[src/verilog/llq_pkg.sv]
// Shared sizes, scalar types and packed structs of the linked-list queue controller
// Command, queue state and lookup record layouts
`default_nettype none

package llq_pkg;

  // Sizes
  localparam int NUM_CTXT  = 8;    // Number of queues
  localparam int NUM_ENTRY = 32;   // Shared entry pool
  localparam int DATA_W    = 16;   // Command payload width

  // Derived widths
  localparam int CTXT_W = $clog2(NUM_CTXT);
  localparam int ADDR_W = $clog2(NUM_ENTRY);

  // Scalars
  typedef logic [CTXT_W-1:0]   ctxt_t;     // Context number
  typedef logic [ADDR_W-1:0]   addr_t;     // Entry address
  typedef logic [DATA_W-1:0]   data_t;     // Payload
  typedef logic [NUM_CTXT-1:0] ctxt_vec_t; // One bit per context

  // State of one queue
  // head is the oldest entry, tail the newest
  typedef struct packed {
    logic  empty;  // No entries, head/tail meaningless
    addr_t head;
    addr_t tail;
  } queue_state_t;

  // Command from the source
  typedef struct packed {
    logic  push;   // 1 push, 0 pop
    ctxt_t ctxt;
    data_t data;   // Ignored on pop
  } cmd_t;

  // Lookup record, one per command
  // Names the storage location to write (push) or read (pop)
  typedef struct packed {
    logic  rnw;          // 1 for pop
    addr_t addr;
    data_t data;         // Zero on pop
    logic  empty_fault;  // Pop of an empty queue
  } lkup_t;

endpackage

`default_nettype wire

[src/verilog/sync_ram.sv]
// Simple dual-port RAM, one synchronous read port and one write port
// Payload type given by parameter
`default_nettype none

module sync_ram #(
  parameter type payload_t = logic,
  parameter int  DEPTH     = 2
) (
  input  logic                     clk,
  input  logic                     rd_en,
  input  logic [$clog2(DEPTH)-1:0] rd_addr,
  input  logic                     wr_en,
  input  logic [$clog2(DEPTH)-1:0] wr_addr,
  input  payload_t                 wr_data,
  output payload_t                 rd_data
);

  payload_t mem [DEPTH];  // Storage array, no reset

  // Write port
  always_ff @(posedge clk)
  begin
    if (wr_en)
      mem[wr_addr] <= wr_data;
  end

  // Read port, data one edge after rd_en
  always_ff @(posedge clk)
  begin
    if (rd_en)
      rd_data <= mem[rd_addr];  // Holds last value when idle
  end

  // Hazard stall upstream keeps read and write apart
  // Same address in one cycle would give old data
  a_no_rw_collision : assert property (@(posedge clk)
    !(rd_en && wr_en && (rd_addr == wr_addr)))
    else $error("sync_ram: read and write to same address");

endmodule

`default_nettype wire

[src/verilog/llq_free_pool.sv]
// Entry allocation bitset of the shared pool
// Lowest-free search and registered full flag
`default_nettype none

module llq_free_pool (
  input  logic           clk,
  input  logic           rst,
  input  logic           alloc,         // Take alloc_addr this edge
  input  logic           release_en,    // Give back release_addr this edge
  input  llq_pkg::addr_t release_addr,
  output llq_pkg::addr_t alloc_addr,    // Lowest free entry
  output logic           full
);

  logic [llq_pkg::NUM_ENTRY-1:0] used_q;  // 1 = entry allocated
  logic [llq_pkg::NUM_ENTRY-1:0] used_d;

  // Lowest free entry
  // Scan from the top so the lowest index wins
  always_comb
  begin
    alloc_addr = '0;
    for (int i = llq_pkg::NUM_ENTRY - 1; i >= 0; i--)
    begin
      if (!used_q[i])
        alloc_addr = llq_pkg::addr_t'(i);
    end
  end

  // Next bitset
  always_comb
  begin
    used_d = used_q;
    if (alloc)
      used_d[alloc_addr] = 1'b1;    // Mark new entry
    if (release_en)
      used_d[release_addr] = 1'b0;  // Popped entry back to pool
  end

  always_ff @(posedge clk)
  begin
    if (rst)
    begin
      used_q <= '0;  // All free
      full   <= 1'b0;
    end
    else
    begin
      used_q <= used_d;
      full   <= &used_d;  // Registered, no free entry left
    end
  end

  // Pipeline must hold pushes while full
  a_no_alloc_when_full : assert property (@(posedge clk) disable iff (rst)
    alloc |-> !full)
    else $error("llq_free_pool: alloc while full");

  // Only live entries come back
  a_release_allocated : assert property (@(posedge clk) disable iff (rst)
    release_en |-> used_q[release_addr])
    else $error("llq_free_pool: release of free entry");

endmodule

`default_nettype wire

[src/verilog/llq_state_table.sv]
// Per-context queue state RAM with reset-init sequencer
// Write port shared between sequencer and pipeline
`default_nettype none

module llq_state_table (
  input  logic                  clk,
  input  logic                  rst,
  input  logic                  rd_en,
  input  llq_pkg::ctxt_t        rd_ctxt,
  input  logic                  wr_en,      // From pipeline when not busy
  input  llq_pkg::ctxt_t        wr_ctxt,
  input  llq_pkg::queue_state_t wr_state,
  output llq_pkg::queue_state_t rd_state,   // One edge after rd_en
  output logic                  busy
);

  typedef enum logic [1:0] {
    INIT_RESET,  // Counter cleared and waiting to start
    INIT_EXEC,   // One context written per cycle
    INIT_DONE    // Pipeline owns the write port
  } init_fsm_t;

  init_fsm_t             fsm_q;
  init_fsm_t             fsm_d;
  llq_pkg::ctxt_t        init_ctxt_q;  // Context being cleared
  logic                  init_wr;
  logic                  ram_wr_en;
  llq_pkg::ctxt_t        ram_wr_ctxt;
  llq_pkg::queue_state_t ram_wr_state;

  assign init_wr = (fsm_q == INIT_EXEC);
  assign busy    = (fsm_q != INIT_DONE);

  // Sequencer next state
  always_comb
  begin
    fsm_d = fsm_q;
    case (fsm_q)
      INIT_RESET: fsm_d = INIT_EXEC;
      INIT_EXEC:
      begin
        if (init_ctxt_q == llq_pkg::ctxt_t'(llq_pkg::NUM_CTXT - 1))
          fsm_d = INIT_DONE;  // Last context written
      end
      default:    fsm_d = INIT_DONE;
    endcase
  end

  always_ff @(posedge clk)
  begin
    if (rst)
    begin
      fsm_q       <= INIT_RESET;
      init_ctxt_q <= '0;
    end
    else
    begin
      fsm_q <= fsm_d;
      if (init_wr)
        init_ctxt_q <= init_ctxt_q + 1'b1;
    end
  end

  // Write port select
  always_comb
  begin
    if (init_wr)
    begin
      ram_wr_en    = 1'b1;
      ram_wr_ctxt  = init_ctxt_q;
      ram_wr_state = '{empty: 1'b1, head: '0, tail: '0};  // Empty queue
    end
    else
    begin
      ram_wr_en    = wr_en;
      ram_wr_ctxt  = wr_ctxt;
      ram_wr_state = wr_state;
    end
  end

  sync_ram #(
    .payload_t (llq_pkg::queue_state_t),
    .DEPTH     (llq_pkg::NUM_CTXT)
  ) u_state_ram (
    .clk     (clk),
    .rd_en   (rd_en),
    .rd_addr (rd_ctxt),
    .wr_en   (ram_wr_en),
    .wr_addr (ram_wr_ctxt),
    .wr_data (ram_wr_state),
    .rd_data (rd_state)
  );

  // Commands are held off until init ends
  a_no_pipe_wr_while_busy : assert property (@(posedge clk) disable iff (rst)
    wr_en |-> !busy)
    else $error("llq_state_table: pipeline write during init");

endmodule

`default_nettype wire

[src/verilog/llq_pipe.sv]
// Two-stage command pipeline of the queue controller
// Hazard stall, next-state logic, link table access, lookup and empty status
`default_nettype none

module llq_pipe (
  input  logic                  clk,
  input  logic                  rst,
  // Command input
  input  logic                  cmd_valid,
  input  llq_pkg::cmd_t         cmd,
  output logic                  cmd_ready,
  // Status in
  input  logic                  busy,
  input  logic                  full,
  // Free pool
  input  llq_pkg::addr_t        alloc_addr,
  output logic                  alloc,
  output logic                  release_en,
  output llq_pkg::addr_t        release_addr,
  // State table
  input  llq_pkg::queue_state_t rd_state,
  output logic                  rd_en,
  output llq_pkg::ctxt_t        rd_ctxt,
  output logic                  wr_en,
  output llq_pkg::ctxt_t        wr_ctxt,
  output llq_pkg::queue_state_t wr_state,
  // Link table
  input  llq_pkg::addr_t        link_rd_data,
  output logic                  link_rd_en,
  output llq_pkg::addr_t        link_rd_addr,
  output logic                  link_wr_en,
  output llq_pkg::addr_t        link_wr_addr,
  output llq_pkg::addr_t        link_wr_data,
  // Lookup and status out
  output logic                  lkup_valid,
  output llq_pkg::lkup_t        lkup,
  output llq_pkg::ctxt_vec_t    empty
);

  // Command plus its entry as it travels down the pipe
  typedef struct packed {
    llq_pkg::cmd_t  cmd;
    llq_pkg::addr_t entry;  // Allocated entry of a push
  } stage_t;

  logic                  xfer;
  logic                  hazard;
  logic                  s1_valid;
  stage_t                s1_q;
  logic                  s2_valid;
  stage_t                s2_q;
  llq_pkg::queue_state_t s2_state_q;  // State read in s1
  llq_pkg::queue_state_t s2_next;
  logic                  s2_fault;
  logic                  s2_commit;   // State changes this edge

  // Stall while the same context is in s1 or s2
  assign hazard = (s1_valid && (s1_q.cmd.ctxt == cmd.ctxt))
               || (s2_valid && (s2_q.cmd.ctxt == cmd.ctxt));

  assign cmd_ready = !busy && !hazard && !(cmd.push && full);
  assign xfer      = cmd_valid && cmd_ready;

  assign alloc   = xfer && cmd.push;  // Entry taken on transfer edge
  assign rd_en   = xfer;              // State arrives in s1
  assign rd_ctxt = cmd.ctxt;

  // Stage s1 register
  always_ff @(posedge clk)
  begin
    if (rst)
      s1_valid <= 1'b0;
    else
      s1_valid <= xfer;
  end

  always_ff @(posedge clk)
  begin
    if (xfer)
    begin
      s1_q.cmd   <= cmd;
      s1_q.entry <= alloc_addr;  // Don't care on pop
    end
  end

  // s1 link table access
  // Push appends behind old tail and pop fetches successor of head
  assign link_wr_en   = s1_valid && s1_q.cmd.push && !rd_state.empty;
  assign link_wr_addr = rd_state.tail;
  assign link_wr_data = s1_q.entry;
  assign link_rd_en   = s1_valid && !s1_q.cmd.push && !rd_state.empty;
  assign link_rd_addr = rd_state.head;

  // Stage s2 register
  always_ff @(posedge clk)
  begin
    if (rst)
      s2_valid <= 1'b0;
    else
      s2_valid <= s1_valid;
  end

  always_ff @(posedge clk)
  begin
    if (s1_valid)
    begin
      s2_q       <= s1_q;
      s2_state_q <= rd_state;  // Snapshot as RAM output may move on
    end
  end

  // s2 next state
  always_comb
  begin
    s2_next  = s2_state_q;
    s2_fault = 1'b0;
    if (s2_q.cmd.push)
    begin
      s2_next.empty = 1'b0;
      s2_next.tail  = s2_q.entry;
      if (s2_state_q.empty)
        s2_next.head = s2_q.entry;  // First entry is also oldest
    end
    else if (s2_state_q.empty)
      s2_fault = 1'b1;              // Nothing to pop so state is kept
    else if (s2_state_q.head == s2_state_q.tail)
      s2_next.empty = 1'b1;         // Last entry leaves
    else
      s2_next.head = link_rd_data;  // Advance to successor
  end

  assign s2_commit = s2_valid && !s2_fault;

  // s2 write back and release
  assign wr_en        = s2_commit;
  assign wr_ctxt      = s2_q.cmd.ctxt;
  assign wr_state     = s2_next;
  assign release_en   = s2_commit && !s2_q.cmd.push;
  assign release_addr = s2_state_q.head;  // Popped entry

  // Per-context empty flags
  always_ff @(posedge clk)
  begin
    if (rst)
      empty <= '1;
    else if (s2_commit)
      empty[s2_q.cmd.ctxt] <= s2_next.empty;
  end

  // Lookup record
  always_ff @(posedge clk)
  begin
    if (rst)
      lkup_valid <= 1'b0;
    else
      lkup_valid <= s2_valid;  // One-cycle pulse per command
  end

  always_ff @(posedge clk)
  begin
    if (s2_valid)
    begin
      lkup.rnw         <= !s2_q.cmd.push;
      lkup.data        <= s2_q.cmd.push ? s2_q.cmd.data : '0;
      lkup.empty_fault <= s2_fault;
      if (s2_q.cmd.push)
        lkup.addr <= s2_q.entry;
      else if (s2_fault)
        lkup.addr <= '0;
      else
        lkup.addr <= s2_state_q.head;
    end
  end

  // Stalled command stays put at the source
  a_cmd_held : assert property (@(posedge clk) disable iff (rst)
    (cmd_valid && !cmd_ready) |=> (!cmd_valid || $stable(cmd)))
    else $error("llq_pipe: command changed while stalled");

endmodule

`default_nettype wire

[src/verilog/llq_top.sv]
// Top level of the linked-list queue controller
// Pipeline, free pool, state table and link table
`default_nettype none

module llq_top (
  input  logic               clk,
  input  logic               rst,
  input  logic               cmd_valid,
  input  llq_pkg::cmd_t      cmd,
  output logic               cmd_ready,
  output logic               lkup_valid,
  output llq_pkg::lkup_t     lkup,
  output logic               full,
  output llq_pkg::ctxt_vec_t empty,
  output logic               busy
);

  // Free pool
  logic                  alloc;
  llq_pkg::addr_t        alloc_addr;
  logic                  release_en;
  llq_pkg::addr_t        release_addr;
  // State table
  logic                  st_rd_en;
  llq_pkg::ctxt_t        st_rd_ctxt;
  llq_pkg::queue_state_t st_rd_state;
  logic                  st_wr_en;
  llq_pkg::ctxt_t        st_wr_ctxt;
  llq_pkg::queue_state_t st_wr_state;
  // Link table
  logic                  link_rd_en;
  llq_pkg::addr_t        link_rd_addr;
  llq_pkg::addr_t        link_rd_data;
  logic                  link_wr_en;
  llq_pkg::addr_t        link_wr_addr;
  llq_pkg::addr_t        link_wr_data;

  llq_pipe u_pipe (
    .clk          (clk),
    .rst          (rst),
    .cmd_valid    (cmd_valid),
    .cmd          (cmd),
    .cmd_ready    (cmd_ready),
    .busy         (busy),
    .full         (full),
    .alloc_addr   (alloc_addr),
    .alloc        (alloc),
    .release_en   (release_en),
    .release_addr (release_addr),
    .rd_state     (st_rd_state),
    .rd_en        (st_rd_en),
    .rd_ctxt      (st_rd_ctxt),
    .wr_en        (st_wr_en),
    .wr_ctxt      (st_wr_ctxt),
    .wr_state     (st_wr_state),
    .link_rd_data (link_rd_data),
    .link_rd_en   (link_rd_en),
    .link_rd_addr (link_rd_addr),
    .link_wr_en   (link_wr_en),
    .link_wr_addr (link_wr_addr),
    .link_wr_data (link_wr_data),
    .lkup_valid   (lkup_valid),
    .lkup         (lkup),
    .empty        (empty)
  );

  llq_free_pool u_free_pool (
    .clk          (clk),
    .rst          (rst),
    .alloc        (alloc),
    .release_en   (release_en),
    .release_addr (release_addr),
    .alloc_addr   (alloc_addr),
    .full         (full)
  );

  llq_state_table u_state_table (
    .clk      (clk),
    .rst      (rst),
    .rd_en    (st_rd_en),
    .rd_ctxt  (st_rd_ctxt),
    .wr_en    (st_wr_en),
    .wr_ctxt  (st_wr_ctxt),
    .wr_state (st_wr_state),
    .rd_state (st_rd_state),
    .busy     (busy)
  );

  // Next-entry pointer per entry
  sync_ram #(
    .payload_t (llq_pkg::addr_t),
    .DEPTH     (llq_pkg::NUM_ENTRY)
  ) u_link_table (
    .clk     (clk),
    .rd_en   (link_rd_en),
    .rd_addr (link_rd_addr),
    .wr_en   (link_wr_en),
    .wr_addr (link_wr_addr),
    .wr_data (link_wr_data),
    .rd_data (link_rd_data)
  );

endmodule

`default_nettype wire

[config.mk]
export PLATFORM = sky130hd
export DESIGN_NAME = llq_top
export DESIGN_NICKNAME = d
export VERILOG_FILES = /design/src/verilog/llq_pkg.sv /design/src/verilog/sync_ram.sv /design/src/verilog/llq_free_pool.sv /design/src/verilog/llq_state_table.sv /design/src/verilog/llq_pipe.sv /design/src/verilog/llq_top.sv
export SDC_FILE = /design/constraint.sdc
export NUM_CORES = 1
export LEC_CHECK = 0
export ABC_AREA = 1
export BUFFER_PORTS_ARGS = -buffer_cell sky130_fd_sc_hd__buf_2
export CORE_MARGIN = 2
export CORE_UTILIZATION = 40
export CTS_CLUSTER_DIAMETER = 60
export DETAILED_ROUTE_END_ITERATION = 7
export GPL_ROUTABILITY_DRIVEN = 0
export GPL_TIMING_DRIVEN = 0
export HOLD_SLACK_MARGIN = 0.1
export SLEW_MARGIN = 10
export SYNTH_ARGS = -nofsm -noshare
export SYNTH_HDL_FRONTEND = slang
export SYNTH_HIERARCHICAL = 1
export SYNTH_SLANG_ARGS = --single-unit
[constraint.sdc]
create_clock -name clk -period 2.5 [get_ports clk]
set_input_delay 0.125 -clock clk [delete_from_list [all_inputs] [get_ports clk]]
set_output_delay 0.125 -clock clk [all_outputs]
set_load 0.1 [all_outputs]
==> impl_metrics.env <==
export IMPL_status="complete, but fails checks"
export IMPL_violations="negative setup slack"
export IMPL_synth_edff_count=348
export IMPL_root_buffer="clkbuf_16"
export IMPL_cts_tree="done"
export IMPL_setup_tns_ps=-2190
export IMPL_routed_wl_mm=40.8
export IMPL_route_detailed_drc=0
export IMPL_period_share_pct=120
export IMPL_num_rows=76
export IMPL_worst_pin_slew_ps=901
export IMPL_min_to="u_pipe/s1_q[17]"
export IMPL_crit_path_end_kind="flop"
export IMPL_nets=1959
export IMPL_synthDominantCellAreaShare_pct=59.7
export IMPL_synth_main_ff_cell="edfxtp_1"
export IMPL_holdWs_ps=273
export IMPL_path_max_fanout=10
export IMPL_final_cells=2549
export IMPL_initialDrtViolationCount=889
export IMPL_grt_pass1_vias=12000
export IMPL_rr_startpoint="u_free_pool/used_q[30]"
export IMPL_num_antenna_cells=0
export IMPL_slew_violations=0
export IMPL_path_class="reg -> reg"
export IMPL_viasPerCell=4.79
export IMPL_critPathLaunchType="flop"
export IMPL_async_flop_share_pct=0
export IMPL_rsz0062_at_grt="true"
export IMPL_worstReg2RegEnd="u_free_pool/full"
export IMPL_relSlewSlack_pct=39.5
export IMPL_layout_drive_gt1_share_pct=16.7
export IMPL_reg2reg_slack_ps=-500
export IMPL_ys_ff_latch=397
export IMPL_irDropWorstVdd_mv=0.628
export IMPL_powerDensity_nw_per_um2=666
export IMPL_yosysTopAreaCell="edfxtp_1"
export IMPL_timing_final_ws_setup_ps=-504
export IMPL_hold_depth=2
export IMPL_hp_start="cmd[12]"
export IMPL_syn_to_final_growth_pct=17.6
export IMPL_ys_seq_area_share_pct=65.4
export IMPL_avgSynthCellArea_sq_um=9.75
export IMPL_syn_area_sq_um=17500
export IMPL_hp_class="in -> reg"
export IMPL_grt_max_degree=40
export IMPL_final_util_pct=47.7
export IMPL_syn_inst=1794
export IMPL_die_h_um=213
export IMPL_min_period_ps=3000
export IMPL_vias=12200
export IMPL_syn_nets=1819
export IMPL_drv_cap=0
export IMPL_dieArea_sq_um=45400
export IMPL_cts_buffers=44
export IMPL_ioPinCount=58
export IMPL_crit_arrival_ps=3500
export IMPL_first_pass_iters=5
export IMPL_ys_warn_count=6
export IMPL_clock_latency_ps=570
export IMPL_synth_area_top_cells="edfxtp_1, nand2_1, nand3_1"
export IMPL_grt_first_pass_wirelength_mm=64.4
export IMPL_cts_sinks=397
export IMPL_track_usage_pct=18.6
export IMPL_antenna_found_initial=1
export IMPL_final_hold_viol_count=0
export IMPL_htreeDepth=2
export IMPL_core_area_sq_um=43100
export IMPL_wl_per_cell_um=16.0
export IMPL_fmax_ghz=0.333
export IMPL_yosysUniqueCellTypes=42
export IMPL_die_w_um=213
export IMPL_critPathRequiredTime_ps=3000
export IMPL_initial_utilization_pct=40.6
export IMPL_finalClockSkew_ps=12.6
export IMPL_power_total_mw=13.7
export IMPL_cts_buffer_depth=3
export IMPL_hpwl_mm=27.8
export IMPL_rr_worst_depth=23
export IMPL_port_buffers=57
export IMPL_overflow=0
export IMPL_clk_pin_slew_ps=60
export IMPL_dp_cells=2436
export IMPL_setup_violations=25
export IMPL_leakage_nw=8.26
export IMPL_ant_nets=0
cells in the mapped netlist, types with 2 or more instances:
| cell type | instances |
|---|---|
| nand3_1 | 208 |
| edfxtp_1 | 348 |
| a31oi_1 | 3 |
| ha_1 | 2 |
| xnor2_1 | 2 |
| o21ai_0 | 5 |
| inv_1 | 222 |
| nor2_4 | 3 |
| a21oi_1 | 14 |
| buf_1 | 2 |
| nand4_1 | 15 |
| buf_6 | 16 |
| nor2_1 | 170 |
| nor3_1 | 19 |
| nor2_2 | 3 |
| inv_2 | 7 |
| nand2_2 | 3 |
| clkbuf_1 | 10 |
| dfxtp_1 | 49 |
| buf_4 | 36 |
| buf_2 | 22 |
| or2_2 | 3 |
| nor4_1 | 2 |
| nand2_1 | 612 |
how the worst max path moves through the flow:
stage / depth (start not counted) / endpoint / slack, ps / start
5_1_grt: 41 / u_free_pool/full / -890 / u_free_pool/used_q[31]
4_1_cts: 41 / u_free_pool/full / -530 / u_free_pool/used_q[31]
2_1_floorplan: 18 / u_free_pool/full / -150 / u_state_table/fsm_q[0]
3_5_place_dp: 23 / u_free_pool/full / -610 / u_free_pool/used_q[30]
3_3_place_gp: 23 / u_free_pool/full / -640 / u_free_pool/used_q[30]
6_report: 23 / u_free_pool/full / -500 / u_free_pool/used_q[30]
sequential cells by signal (all words and copies together) (netlist names), 6 cells and up:
signal,cells
u_pipe/s1_q,20
u_free_pool/used_q,32
u_state_table/u_state_ram/rd_data,11
u_pipe/s2_q,22
u_pipe/s2_state_q,6
u_state_table/u_state_ram/mem,88
u_link_table/mem,160
u_pipe/lkup,23
u_pipe/empty,8
critical path, stage by stage, from the launching register on:
cell and delay (ps):
dfxtp_2 360, nand2_1 70, nand3_1 70, nand3_1 70, nand3_1 70, nand3_1 70
a31oi_1 200, nor2_1 90, nor2_1 120, o21bai_1 80, a31oi_1 170, nor2_1 90
o21ai_2 260, nor2_4 70, nor2_4 100, buf_4 200, nand4_1 140, nand2_1 110
nand2_2 70, nor2_2 120, nand2_1 80, nor2_2 110, nand2_2 90, nor2_2 90
placed cells by master, fill, tap and decap left out, types with 3 or more instances in the layout:
cell / count
buf_4: 47
o21ai_0: 5
inv_1: 217
nor2_4: 6
bufinv_16: 3
inv_2: 11
edfxtp_1: 348
nand4_1: 15
buf_6: 21
a21oi_1: 11
a21oi_2: 4
clkinv_2: 6
nor2_1: 134
buf_2: 77
nand3_2: 13
inv_6: 6
clkinv_1: 7
dlygate4sd3_1: 22
clkbuf_1: 17
dfxtp_2: 5
nand3_1: 196
clkbuf_16: 45
nand2_1: 591
a31oi_1: 3
nor2_2: 36
nor3_2: 4
nand2_2: 23
dfxtp_1: 42
nor3_1: 14
metrics by stage:
stage	setup slack, ps	cell area, sq um
3_5_place_dp	-615	18600
4_1_cts	-525	20400
5_1_grt	-891	20600
2_1_floorplan	-155	17600
6_report	-504	20600
3_3_place_gp	-643	18600
metal layers:
layer | up-vias | GRT usage, % | share of wire, %
met5 | - | 0 | 0.037
met3 | 99 | 2.54 | 4.6
li1 | 6066 | - | -
met1 | 5731 | 24.4 | 45
met4 | 2 | 7.43 | 3.4
met2 | 309 | 31.2 | 47
cell type report:
type	count	area (sq um)
inverter	232	881
clock buffer	52	1150
multi-input combinational	1077	4840
tap	585	732
clock inverter	24	228
buffer	88	634
sequential	397	11400
fill	3954	22500
timing repair buffer	94	653
cells by family after synthesis:
group	Yosys count	share of synthesized area, %
buffers and inverters	320	8.60
AO/OA/AOI/OAI	30	1.03
adder cells (fa/ha/maj)	2	0.143
AND/OR/NAND/NOR	1043	24.8
XOR/XNOR	2	0.100
flip-flops	397	65.4
timing repair:
item                                    4_1_cts  5_1_grt
resized for setup                            36       50
endpoints found under the setup margin      195      238
hold buffers                                 22        0
endpoints found under the hold margin        31        0
gates cloned                                  2        0
pin swaps                                    13       27
buffers inserted                              9        6
where the power goes:
part	switching [mW]	internal, mW
sequential	0.0134	7.17
clock	2.57	3.62
combinational	0.210	0.115
No activity file was read; power rests on OpenSTA's default activity.
